--- src/include/lsu_defs.svh ---
`ifndef LSU_DEFS_SVH
`define LSU_DEFS_SVH

// bus and register tag widths
`define LSU_ADDR_W 32
`define LSU_DATA_W 32
`define LSU_REG_W 5

// kseg1 style base subtracted from every virtual address
`define LSU_SEG_BASE 32'ha0000000

// entries in the request and response queues
`define LSU_QUEUE_DEPTH 4

`endif

--- src/lsuPkg.sv ---
`default_nettype none

`include "lsu_defs.svh"

package lsuPkg;

	// memory access kinds handled by the unit
	typedef enum logic [2:0] {
		LB,
		LBU,
		LH,
		LHU,
		LW,
		SB,
		SH,
		SW
	} accessOp_t;

	// MIPS cause codes for address errors
	typedef enum logic [4:0] {
		NONE = 5'd0,
		ADEL = 5'd4,
		ADES = 5'd5
	} excCode_t;

	typedef struct packed {
		accessOp_t op;
		// virtual address when exc is set
		logic [`LSU_ADDR_W-1:0] addr;
		logic [3:0] sel;
		logic [`LSU_DATA_W-1:0] wData;
		logic [`LSU_REG_W-1:0] rd;
		excCode_t exc;
	} memReq_t;

	typedef struct packed {
		logic [`LSU_REG_W-1:0] rd;
		logic [`LSU_DATA_W-1:0] data;
		excCode_t exc;
	} accessRsp_t;

endpackage

`default_nettype wire

--- src/accessDecode.sv ---
`default_nettype none
`timescale 1ns/10ps

`include "lsu_defs.svh"

module accessDecode (
	input  lsuPkg::accessOp_t       op,
	input  logic [`LSU_ADDR_W-1:0]  vAddr,
	input  logic [`LSU_DATA_W-1:0]  wData,
	input  logic [`LSU_REG_W-1:0]   rd,
	output lsuPkg::memReq_t         req
);
	import lsuPkg::*;

	logic [`LSU_ADDR_W-1:0] pAddr;
	logic isStore;
	logic misaligned;
	logic [3:0] sel;

	always_comb begin
		pAddr = vAddr - `LSU_SEG_BASE;
		isStore = op inside {SB, SH, SW};
		case (op)
			LH, LHU, SH: misaligned = vAddr[0];
			LW, SW: misaligned = |vAddr[1:0];
			default: misaligned = 1'b0;
		endcase

		// byte lanes
		case (op)
			SB: sel = 4'b0001 << pAddr[1:0];
			SH: sel = pAddr[1] ? 4'b1100 : 4'b0011;
			default: sel = 4'b1111;
		endcase
		if (misaligned) begin
			sel = 4'b0000;
		end
	end

	always_comb begin
		req.op = op;
		req.rd = rd;
		req.sel = sel;
		req.addr = misaligned ? vAddr : pAddr;
		if (misaligned) begin
			req.exc = isStore ? ADES : ADEL;
		end else begin
			req.exc = NONE;
		end
		// replicate narrow store data over all lanes
		case (op)
			SB: req.wData = {4{wData[7:0]}};
			SH: req.wData = {2{wData[15:0]}};
			default: req.wData = wData;
		endcase
	end

endmodule

`default_nettype wire

--- src/accessQueue.sv ---
`default_nettype none
`timescale 1ns/10ps

`include "lsu_defs.svh"

module accessQueue #(
	parameter type T = logic
) (
	input  logic clk,
	input  logic arstN,
	input  logic inValid,
	input  T     inData,
	output logic inReady,
	output logic outValid,
	input  logic outReady,
	output T     outData
);
	localparam int PtrW = $clog2(`LSU_QUEUE_DEPTH);
	localparam logic [PtrW:0] Depth = (PtrW + 1)'(`LSU_QUEUE_DEPTH);
	localparam logic [PtrW-1:0] LastIdx = PtrW'(`LSU_QUEUE_DEPTH - 1);

	T mem [`LSU_QUEUE_DEPTH];
	logic [PtrW-1:0] wrPtr;
	logic [PtrW-1:0] rdPtr;
	logic [PtrW:0] count;
	logic push;
	logic pop;

	assign inReady = (count != Depth);
	assign outValid = (count != '0);
	assign push = inValid && inReady;
	assign pop = outValid && outReady;
	assign outData = mem[rdPtr];

	always_ff @(posedge clk or negedge arstN) begin
		if (!arstN) begin
			wrPtr <= '0;
			rdPtr <= '0;
			count <= '0;
		end else begin
			if (push) begin
				wrPtr <= (wrPtr == LastIdx) ? '0 : wrPtr + 1'b1;
			end
			if (pop) begin
				rdPtr <= (rdPtr == LastIdx) ? '0 : rdPtr + 1'b1;
			end
			count <= count + (PtrW + 1)'(push) - (PtrW + 1)'(pop);
		end
	end

	always_ff @(posedge clk) begin
		if (push) begin
			mem[wrPtr] <= inData;
		end
	end

	assert property (@(posedge clk) disable iff (!arstN) count <= Depth)
		else $error("queue count %0d above depth", count);

endmodule

`default_nettype wire

--- src/loadAlign.sv ---
`default_nettype none
`timescale 1ns/10ps

`include "lsu_defs.svh"

module loadAlign (
	input  lsuPkg::memReq_t    raw,
	output lsuPkg::accessRsp_t rsp
);
	import lsuPkg::*;

	logic [`LSU_DATA_W-1:0] shifted;

	always_comb begin
		// addressed lane moved down to bit 0
		shifted = raw.wData >> {raw.addr[1:0], 3'b000};
		rsp.rd = raw.rd;
		rsp.exc = raw.exc;
		if (raw.exc != NONE) begin
			rsp.data = raw.addr;
		end else begin
			case (raw.op)
				LB: rsp.data = {{24{shifted[7]}}, shifted[7:0]};
				LBU: rsp.data = {24'h000000, shifted[7:0]};
				LH: rsp.data = {{16{shifted[15]}}, shifted[15:0]};
				LHU: rsp.data = {16'h0000, shifted[15:0]};
				LW: rsp.data = raw.wData;
				// stores return nothing
				default: rsp.data = '0;
			endcase
		end
	end

endmodule

`default_nettype wire

--- src/lsuTop.sv ---
`default_nettype none
`timescale 1ns/10ps

`include "lsu_defs.svh"

module lsuTop (
	input  logic                   clk,
	input  logic                   arstN,
	input  logic                   reqValid,
	output logic                   reqReady,
	input  lsuPkg::accessOp_t      reqOp,
	input  logic [`LSU_ADDR_W-1:0] reqVAddr,
	input  logic [`LSU_DATA_W-1:0] reqWData,
	input  logic [`LSU_REG_W-1:0]  reqRd,
	output logic                   rspValid,
	input  logic                   rspReady,
	output logic [`LSU_REG_W-1:0]  rspRd,
	output logic [`LSU_DATA_W-1:0] rspData,
	output lsuPkg::excCode_t       rspExc,
	output logic                   wbCyc,
	output logic                   wbStb,
	output logic                   wbWe,
	output logic [`LSU_ADDR_W-1:0] wbAdr,
	output logic [`LSU_DATA_W-1:0] wbDatO,
	output logic [3:0]             wbSel,
	input  logic [`LSU_DATA_W-1:0] wbDatI,
	input  logic                   wbAck
);
	import lsuPkg::*;

	memReq_t decReq;
	memReq_t qReq;
	logic qReqValid;
	logic qReqReady;
	memReq_t rawRsp;
	logic rawValid;
	logic rawReady;
	accessRsp_t alignedRsp;
	accessRsp_t rspOut;

	accessDecode accessDecode_inst (
		.op    (reqOp),
		.vAddr (reqVAddr),
		.wData (reqWData),
		.rd    (reqRd),
		.req   (decReq)
	);

	accessQueue #(.T(memReq_t)) reqQueue_inst (
		.clk      (clk),
		.arstN    (arstN),
		.inValid  (reqValid),
		.inData   (decReq),
		.inReady  (reqReady),
		.outValid (qReqValid),
		.outReady (qReqReady),
		.outData  (qReq)
	);

	wbMaster wbMaster_inst (
		.clk      (clk),
		.arstN    (arstN),
		.reqValid (qReqValid),
		.req      (qReq),
		.reqReady (qReqReady),
		.rspValid (rawValid),
		.rspReady (rawReady),
		.rspRaw   (rawRsp),
		.wbCyc    (wbCyc),
		.wbStb    (wbStb),
		.wbWe     (wbWe),
		.wbAdr    (wbAdr),
		.wbDatO   (wbDatO),
		.wbSel    (wbSel),
		.wbDatI   (wbDatI),
		.wbAck    (wbAck)
	);

	loadAlign loadAlign_inst (
		.raw (rawRsp),
		.rsp (alignedRsp)
	);

	accessQueue #(.T(accessRsp_t)) rspQueue_inst (
		.clk      (clk),
		.arstN    (arstN),
		.inValid  (rawValid),
		.inData   (alignedRsp),
		.inReady  (rawReady),
		.outValid (rspValid),
		.outReady (rspReady),
		.outData  (rspOut)
	);

	assign rspRd = rspOut.rd;
	assign rspData = rspOut.data;
	assign rspExc = rspOut.exc;

endmodule

`default_nettype wire

--- src/wbMaster.sv ---
`default_nettype none
`timescale 1ns/10ps

`include "lsu_defs.svh"

module wbMaster (
	input  logic                   clk,
	input  logic                   arstN,
	input  logic                   reqValid,
	input  lsuPkg::memReq_t        req,
	output logic                   reqReady,
	output logic                   rspValid,
	input  logic                   rspReady,
	output lsuPkg::memReq_t        rspRaw,
	output logic                   wbCyc,
	output logic                   wbStb,
	output logic                   wbWe,
	output logic [`LSU_ADDR_W-1:0] wbAdr,
	output logic [`LSU_DATA_W-1:0] wbDatO,
	output logic [3:0]             wbSel,
	input  logic [`LSU_DATA_W-1:0] wbDatI,
	input  logic                   wbAck
);
	import lsuPkg::*;

	typedef enum logic [1:0] {
		IDLE,
		BUS,
		HOLD
	} state_t;

	state_t state;
	memReq_t cur;

	assign reqReady = (state == IDLE);
	assign rspValid = (state == HOLD);
	assign rspRaw = cur;

	// bus outputs come straight from the held request
	assign wbCyc = (state == BUS);
	assign wbStb = (state == BUS);
	assign wbWe = (state == BUS) && (cur.op inside {SB, SH, SW});
	assign wbAdr = {cur.addr[`LSU_ADDR_W-1:2], 2'b00};
	assign wbDatO = cur.wData;
	assign wbSel = cur.sel;

	always_ff @(posedge clk or negedge arstN) begin
		if (!arstN) begin
			state <= IDLE;
		end else begin
			case (state)
				IDLE: begin
					if (reqValid) begin
						// address errors never reach the bus
						state <= (req.exc != NONE) ? HOLD : BUS;
					end
				end
				BUS: begin
					if (wbAck) begin
						state <= HOLD;
					end
				end
				HOLD: begin
					if (rspReady) begin
						state <= IDLE;
					end
				end
				default: state <= IDLE;
			endcase
		end
	end

	always_ff @(posedge clk) begin
		if (reqValid && reqReady) begin
			cur <= req;
		end else if (state == BUS && wbAck) begin
			cur.wData <= wbDatI;
		end
	end

	// address and strobe held until ack in a classic cycle
	assert property (@(posedge clk) disable iff (!arstN)
		wbStb && !wbAck |=> wbStb && $stable(wbAdr) && $stable(wbSel))
		else $error("bus signals changed before ack");

endmodule

`default_nettype wire

--- config.mk ---
export PLATFORM = sky130hd
export DESIGN_NAME = lsuTop
export DESIGN_NICKNAME = d
export VERILOG_FILES = /design/src/lsuPkg.sv /design/src/accessDecode.sv /design/src/accessQueue.sv /design/src/loadAlign.sv /design/src/lsuTop.sv /design/src/wbMaster.sv
export VERILOG_INCLUDE_DIRS = /design/src /design/src/include
export SDC_FILE = /design/constraint.sdc
export NUM_CORES = 1
export LEC_CHECK = 0
export BUFFER_PORTS_ARGS = -buffer_cell sky130_fd_sc_hd__buf_2
export CAP_MARGIN = 40
export CORE_AREA = 2 2 207 209
export DETAILED_ROUTE_END_ITERATION = 10
export DIE_AREA = 0 0 209 211
export PLACE_DENSITY = 0.8
export SETUP_SLACK_MARGIN = 0.2
export SYNTH_ARGS = -nofsm -noshare
export SYNTH_HDL_FRONTEND = slang
export SYNTH_SLANG_ARGS = --single-unit
export TNS_END_PERCENT = 20
--- constraint.sdc ---
create_clock -name clk -period 4.9 [get_ports clk]
set_input_delay 1.225 -clock clk [delete_from_list [all_inputs] [get_ports clk]]
set_output_delay 1.225 -clock clk [all_outputs]
set_load 0.02 [all_outputs]
**Word level (Yosys, flattened, before mapping)**

Memories as Yosys holds them, arrays and structs flattened.
Cells that the tools add are included.

- Word-level logic and storage cells: 94
- Memory bits (writable): 492
- Memories: 2
- Register bits: 97

Memories:

| memory | words | width | read ports | clocked after memory_dff | wr ports | line | RTL |
|---|---|---|---|---|---|---|---|
| reqQueue_inst.mem | 4 | 81 | 1 | 0 | 1 | accessQueue.sv:22 | `` T mem [`LSU_QUEUE_DEPTH]; `` |
| rspQueue_inst.mem | 4 | 42 | 1 | 0 | 1 | accessQueue.sv:22 |  |

- Mux-type cells: 25
- Shifts and indexed selects: 2
- Reduce and logical (&&, ||, !) cells: 19
- Add/subtract/negate cells: 9
- Eq/ne operators: 24

Operator list:

| cell | count |
|---|---|
| $pmux W32 S5 | 1 |
| $mux W32 | 4 |
| $pmux W32 S2 | 1 |
| $shr A32 B5 Y16 | 1 |
| $sub A32 B32 Y32 const B | 1 |
| $eq A3 B3 Y1 const B | 8 |
| $mux W2 | 8 |
| $eq A3 B2 Y1 const B | 4 |
| $reduce_bool A3 Y1 | 4 |
| $eq A2 B2 Y1 const B | 5 |
| $reduce_bool A5 Y1 | 2 |
| $add A2 B1 Y2 const B | 4 |
| $mux W4 | 2 |
| $pmux W4 S2 | 1 |
| $add A3 B1 Y3 | 2 |
| $logic_and A1 B1 Y1 | 6 |
| $ne A3 B3 Y1 const B | 2 |
| $pmux W2 S3 | 1 |
| $sub A3 B1 Y3 | 2 |
| $mux W1 | 5 |
| $mux W5 | 1 |
| $ne A2 B1 Y1 const B | 2 |
| $reduce_or A2 Y1 | 2 |
| $shl A1 B2 Y4 const A | 1 |
| other kinds (9) | 9 |

**Logic depth before layout (Yosys ltp)**

Gate-level depths: netlist of run 1.
An unclocked memory read counts as a cell.

- Word-level depth: 5
- Depth in mapped cells: 11

**Cells and area by module**

A second synthesis of run 1 with hierarchy kept.

- Cell total of the unflattened synthesis: 1303
- Area, all modules: 24648.6 sq um

By module, submodules not included:

| module | area an instance (sq um) | cells an instance | instances |
|---|---|---|---|
| accessQueue (reqQueue_inst) | 12182.9 | 466 | 1 |
| accessQueue (rspQueue_inst) | 6553.8 | 263 | 1 |
| wbMaster | 3502.1 | 202 | 1 |
| accessDecode | 1209.9 | 176 | 1 |
| loadAlign | 1199.9 | 196 | 1 |

**Worst setup path after synthesis of run 1**

No wires, ideal clock.

- Kind: input-to-reg
- From: input reqValid
- To: memory reqQueue_inst.mem[0][0] (netlist name), enable pin
- Path slack: 1.371 ns
- Arrival: 3.084 ns
- Path buffers: 0
- Required time: 4.455 ns
- Stages: 1
- Setup time: 0.445 ns
- Path through: and3_1

- Word-level cells in the longest chain between the ends: 3

Ends and longest elaborated chain:

| item | line | RTL |
|---|---|---|
| start: declaration | lsuTop.sv:9 | `input logic reqValid,` |
| $logic_and A1 B1 Y1 | accessQueue.sv:31 | `assign push = inValid && inReady;` |
| $mux W1 | accessQueue.sv:52 | `if (push) begin` |
| $mux W1 (not written as such) | accessQueue.sv:53 | `mem[wrPtr] <= inData;` |
| end: declaration | accessQueue.sv:22 |  |

Every way passes these cells.

**Final worst setup path of run 1**

- From: register rspQueue_inst.rdPtr[0]
- To: output rspRd[3]

- Word-level cells in the longest chain between the ends: 1

Ends and longest elaborated chain:

| item | line | RTL |
|---|---|---|
| start: declaration | accessQueue.sv:24 | `logic [PtrW-1:0] rdPtr;` |
| start signal: assignment | accessQueue.sv:45 | `rdPtr <= (rdPtr == LastIdx) ? '0 : rdPtr + 1'b1;` |
| $mem_v2 Z4 W42 | - |  |
| end: declaration | lsuTop.sv:17 | `` output logic [`LSU_REG_W-1:0] rspRd, `` |

Every way passes these cells.

==> results of run 1 <==
-- logic make-up (layout without fill, tap and decap cells) --
group | count (synthesis) | count (layout)
AND/OR/NAND/NOR | 113 | 113
flip-flops | 562 | 562
multiplexers | 181 | 181
AO/OA/AOI/OAI | 128 | 128
XOR/XNOR | 8 | 8
other | 1 | 11
adder cells (fa/ha/maj) | 17 | 17
buffers and inverters | 151 | 362
-- flip-flops by register name, summed over array words and instances (netlist names), 3 cells and up --
name	flops
reqQueue_inst.mem	312
rspQueue_inst.mem	156
wbMaster_inst.rspRaw	42
wbMaster_inst.wbDatO	32
wbMaster_inst.wbSel	4
reqQueue_inst.count	3
rspQueue_inst.count	3
-- cells in the final DEF, fill, tap and decap left out, types with 5 or more instances in the layout --
cell and count:
a211o_1 7, and3_1 8, inv_1 19, edfxtp_1 546
o211ai_1 8, clkbuf_16 54, a31oi_1 18, nor2_1 17
conb_1 5, buf_2 218, o21ai_0 33, o22ai_1 16
a32oi_1 7, clkinv_2 10, mux4_2 118, buf_4 20
diode_2 6, dfrtp_1 13, mux2i_1 11, xnor2_1 6
a21oi_1 26, mux2_2 52, bufinv_16 5, nor2b_1 5
clkinv_1 18, ha_1 15, nand2_1 44
-- worst max path at each step --
stage	from	end	slack [ns]	cells past startpoint
2_1_floorplan	reqValid	reqQueue_inst.mem[0][0]$_DFFE_PP_	1.37	1
3_3_place_gp	rspQueue_inst.rdPtr[0]$_DFFE_PN0P_	rspRd[1]	1.75	3
3_5_place_dp	reqQueue_inst.count[1]$_DFF_PN0_	reqQueue_inst.count[2]$_DFF_PN0_	1.71	12
4_1_cts	rspQueue_inst.rdPtr[0]$_DFFE_PN0P_	rspRd[3]	1.06	3
5_1_grt	rspQueue_inst.rdPtr[0]$_DFFE_PN0P_	rspData[7]	0.97	3
6_report	rspQueue_inst.rdPtr[0]$_DFFE_PN0P_	rspRd[3]	1.19	3
-- synth_stat cells (all sizes together), types with 5 or more instances --
| cell | n | share of area, % |
|---|---|---|
| edfxtp | 546 | 72 |
| o22ai | 16 | 0.44 |
| nor2 | 18 | 0.30 |
| a32oi | 7 | 0.27 |
| a21oi | 26 | 0.57 |
| and2 | 8 | 0.22 |
| inv | 20 | 0.33 |
| o21ai | 33 | 0.73 |
| mux4 | 118 | 12 |
| o211ai | 9 | 0.32 |
| mux2i | 11 | 0.48 |
| nor2b | 5 | 0.14 |
| xnor2 | 6 | 0.23 |
| buf | 104 | 3.2 |
| a211o | 7 | 0.27 |
| a31oi | 18 | 0.50 |
| clkbuf | 26 | 0.43 |
| mux2 | 52 | 2.6 |
| nand2 | 45 | 0.75 |
| and3 | 12 | 0.33 |
| ha | 15 | 0.83 |
| dfrtp | 16 | 1.8 |
-- critical path: stages (launching register included) --
cell and delay (ns):
dfrtp_2 0.71, buf_4 0.42, mux4_2 0.56, buf_2 0.18
-- stage by stage --
| step | instance area, sq um | setup slack (ns) | instances | hold WS (ns) | utilization [%] |
|---|---|---|---|---|---|
| finish | 25700 | 1.19 | 1921 | 0.506 | 61.6 |
| global route | 25700 | 0.972 | 1920 | 0.522 | 61.6 |
| detailed placement | 24000 | 1.71 | 1819 | 0.495 | 57.5 |
| global placement | 23900 | 1.75 | 1812 | 0.476 | 57.2 |
| floorplan | 22700 | 1.37 | 1165 | 0.459 | - |
| CTS | 25700 | 1.06 | 1915 | 0.508 | 61.6 |
-- layout make-up --
cell class | instances | area (sq um) | area share [%]
inverters | 21 | 78.8 | 0.306
diodes | 6 | 15.0 | 0.0584
clock inverters | 39 | 328 | 1.27
multi-input cells | 452 | 5070 | 19.7
repair buffers | 245 | 1390 | 5.41
well taps | 539 | 674 | 2.62
flip-flops and latches | 562 | 16800 | 65.3
clock buffers | 57 | 1360 | 5.30
-- power by group through the flow --
stage / registers [mW] / logic, mW / clock network, mW
after global placement: 8.47 / 5.38 / 0
after detailed placement: 8.49 / 5.63 / 0
final: 8.39 / 5.62 / 3.99
after floorplan: 7.74 / 4.54 / 0
after global routing: 8.50 / 6.04 / 4.24
after CTS: 8.40 / 5.66 / 4.06
-- metal layers --
layer	vias to the layer above	wire length (microns)	share of wire, %
met5	-	40	0.080
met4	6	2380	4.8
met3	120	3670	7.3
met2	532	24500	49
met1	5905	19600	39
li1	4955	-	-
==> reports/qor.txt, run 1 <==
# IOs -> 224
Pleak -> 8.87 nW
Adder-cell share of the synthesized area -> 1.00%
Synth Area in XOR/XNOR -> 0.308%
Synth async-reset ratio -> 2.85%
Router iterations before antenna repair -> 5
Fin. Hold Viols -> 0
GPL Wtd Cong -> 0.878
PD cells -> 700 mW/mm^2
Number of synthesized register bits -> 562
Yosys cell types -> 51
Fraction of layout instances using a drive strength above 1 -> 37.1%
Largest net degree at the start of global routing -> 55
CP arrival -> 2.49 ns
Main combinational cell family by area after synthesis -> multiplexers
EDFF count, synth -> 546
Post-synthesis compound-gate area fraction -> 3.55%
Setup_tns -> 0 ns
Internal -> 11.9 mW
Critical Path RT -> 3.67 ns
Starting DRT DRC Count -> 1225
Die Wd -> 209 microns
Num CTS Buffers -> 52
H-Tree Depth -> 2
Met3 Track Usage GR -> 4.48%
CP Capture Type -> primary output
Final setup vio count -> 0
Reg2reg start -> reqQueue_inst.count[1]$_DFF_PN0_
Hold EP -> reqQueue_inst.count[2]$_DFF_PN0_
Origin of the worst min-delay path -> reqQueue_inst.count[2]$_DFF_PN0_
Vias in the first global route -> 11506
Die height -> 211 microns
Seq/Total Area, Yosys -> 73.9%
Sw Pwr -> 6.15 mW
Relative slew slack -> 38.7%
Clock edge transition at the registers on the reported setup and hold paths -> 0.06 ns
Initial antenna violation count -> 9
Starting Density -> 54.4%
Kind of critical path -> register to primary output
HP Class -> register to register
Met2 Usage GRT -> 36.7%
Setup bufs post-CTS -> 0
CORE AREA -> 0.0418 sq mm
Peak VDD IR -> 0.361 mV
Comb pwr share -> 31.2%
Final Cycle Share -> 75.7%
TritonCTS clock tree -> done
Global-route wire length before repair -> 73400 microns
Worst Tran Pin Value -> 0.916 ns
Clock Tree Buf Depth -> 3
Final Skew -> 0.0310 ns
Reg-to-Reg End -> reqQueue_inst.count[2]$_DFF_PN0_
Ys flop type -> edfxtp_1
Fill cells -> 2816
Busiest grt layer -> met2
Simple logic cell fraction of the synthesized area -> 2.51%
Gr ovfl total -> 0
Vias -> 11518
Hold Path Stages -> 1
Final Critical Period -> 3.71 ns
R2R cell count -> 12
YS warnings -> 0
Port bufs -> 218
CP Max Fanout -> 17
Antenna-violating nets left -> 0
Post-DP HPWL -> 33700 microns
Reg2Reg Setup Slack -> 1.68 ns
Fin. max-slew vios -> 0
Area of the mapped netlist -> 0.0227 sq mm
Die area -> 0.0441 sq mm
Post-CTS Hold Buffers -> 0
Area grow syn2layout -> 13.2%
DRC Markers -> 0
Via density -> 6.00
Clock share of power -> 22.2%
Avg Inst Size Synth -> 19.6 sq um
RSZ-0062 raised after global routing -> false
Total clock sinks -> 562
Aggregate global-route resource usage -> 22.9%
Worst-skew pair later-pin latency -> 0.61 ns
WL final -> 50100 microns
Mapped Cells -> 1161
Met1 track demand over resource -> 30.7%
Number of max-cap violations -> 0
Maximum clock frequency -> 0.269 GHz
Sequential power share -> 46.6%
Clk root buf -> clkbuf_16
Post-route total power -> 18.0 mW
Startpoint types -> register
Fin nets -> 1460
Status -> completed
CTS resizes -> 0
Mux contribution to synthesized area -> 14.8%
WL/cell -> 26.1 microns
Switching share of total power -> 34.2%
Rows -> 75
(Power assumes the default switching activity.)
==> run 2, diff against run 1 <==
Clock period 4.9 ns to 3.6 ns, I/O delays scaled along.
==> run 2 against run 1 <==
  * Combinational power up 40%
  * Via count down 0.18%
  * Sequential share of layout area up 0.064 points
  * Sequential cell count unchanged
  * Register-to-register slack worse by 0.58 ns
  * Clock power up 31%
  * Final cell count up 0.21%
  * Highest routed layer unchanged
  * Cell area about the same
  * Global-route usage up 0.18 points
==> reports/qor.txt, run 2 (synthesis gave the netlist of run 1 again) <==
Status -> completed
Reg2reg start -> wbMaster_inst.rspRaw[47]$_DFFE_PP_
CTS resizes -> 0
Starting DRT DRC Count -> 1041
Hold_ws -> 0.263 ns
Number of max-cap violations -> 0
Reg2Reg Setup Slack -> 1.10 ns
Worst path cell trace -> buf_12, mux4_2, buf_2
Starting Density -> 54.4%
GPL Wtd Cong -> 0.869
Worst Tran Pin Value -> 0.761 ns
Router iterations before antenna repair -> 5
Commonest non-fill, non-tap cells in the layout -> 546 x edfxtp_1, 218 x buf_2, 118 x mux4_2
Startpoint types -> register
Maximum clock frequency -> 0.337 GHz
CP Capture Type -> primary output
Fill cells -> 2879
Fin nets -> 1466
HP Class -> primary input to asynchronous set/reset pin
Pre-CTS setup slack -> 0.912 ns
CORE AREA -> 0.0418 sq mm
H-Tree Depth -> 2
Setup WS post-layout -> 0.635 ns
Max reg flops -> 312
Global-route wire length before repair -> 73900 microns
Fraction of layout instances using a drive strength above 1 -> 36.7%
Area grow syn2layout -> 13.1%
CP arrival -> 2.07 ns
CP Launch Point -> rspQueue_inst.rdPtr[0]$_DFFE_PN0P_
RSZ-0062 raised after global routing -> false
Final Critical Period -> 2.97 ns
Largest net degree at the start of global routing -> 61
R2R cell count -> 4
Pleak -> 8.86 nW
Reg with most FFs -> reqQueue_inst.mem
Num CTS Buffers -> 54
WL/cell -> 26.1 microns
Total clock sinks -> 562
Via density -> 5.97
Setup_tns -> 0 ns
Clock edge transition at the registers on the reported setup and hold paths -> 0.06 ns
Relative slew slack -> 49.1%
PD cells -> 947 mW/mm^2
WL final -> 50300 microns
Post-DP HPWL -> 33600 microns
Storage element area -> 0.0168 sq mm
Most common cell after layout, fill and taps aside -> edfxtp_1
Reg-to-Reg End -> rspQueue_inst.mem[2][25]$_DFFE_PP_
Initial antenna violation count -> 9
CP Max Fanout -> 42
Final setup vio count -> 0
# IOs -> 224
Port bufs -> 218
Non-Filler Instances -> 1925
Vias -> 11497
Clock Tree Buf Depth -> 3
Final Skew -> 0.0287 ns
Worst-skew pair later-pin latency -> 0.60 ns
Post-Place Cells -> 1822
DRC Markers -> 0
Slowest stage delay, CP -> 0.59 ns
Fin. Hold Viols -> 0
Aggregate global-route resource usage -> 23.1%
Post-CTS Hold Buffers -> 0
Peak VDD IR -> 0.552 mV
Final Cycle Share -> 82.4%
Vias in the first global route -> 11559
Die Wd -> 209 microns
Post-route total power -> 24.3 mW
Kind of critical path -> register to primary output
Gr ovfl total -> 0
Die area -> 0.0441 sq mm
Critical Path RT -> 2.70 ns
Crit path max-delay cell type -> mux4_2
Fin. max-slew vios -> 0
Rows -> 75
Footprint of the multi-input gates -> 0.00507 sq mm
Die height -> 211 microns
Antenna-violating nets left -> 0
TritonCTS clock tree -> done
Clk root buf -> clkbuf_16
## run 2: repair_timing
item	CTS	global route
setup endpoints to repair	0	1
endpoints found under the hold margin	0	0
buffers inserted	0	1
## run 2: worst max-delay path by stage
stage	to	slack [ns]	depth (start not counted)
floorplan	reqQueue_inst.count[2]$_DFF_PN0_	0.34	11
global placement	wbWe	0.99	3
detailed placement	wbWe	0.91	3
CTS	wbWe	0.26	3
global route	rspData[16]	0.54	3
finish	rspData[11]	0.63	3
## run 2: worst max-delay path, delay by kind of cell, from the launching register on
family                 cells  cell delay [ns]
buffers and inverters      2             0.49
muxes                      1             0.59
DFF                        1             0.37
## run 2: metrics by stage
stage                     utilization, %  cell area [sq um]
after floorplan                        -              22700
after global placement              57.6              24100
after detailed placement            57.6              24100
after CTS                           61.5              25700
after global routing                61.6              25700
final                               61.6              25700
## run 2: final cells by class
type                    instances  share of cell area [%]
multi-input cells             452                    19.7
well taps                     539                    2.62
inverters                      21                   0.307
diodes                          5                  0.0487
repair buffers                249                    5.59
clock inverters                25                   0.672
clock buffers                  72                    5.64
flip-flops and latches        562                    65.4
## run 2: layer usage
metal | global-route usage [%] | vias to the layer above | wire length (microns)
met3 | 3.49 | 122 | 3100
met4 | 12.7 | 6 | 2570
met2 | 36.6 | 497 | 24800
met5 | 0 | - | 34
met1 | 31.3 | 5886 | 19800
li1 | - | 4986 | -
## run 2: power by group
part / leakage [nW] / total, mW / switching, mW / internal, mW
combinational: 2.84 / 7.88 / 4.74 / 3.14
clock: 0.789 / 5.24 / 2.28 / 2.96
sequential: 5.23 / 11.2 / 1.27 / 9.95
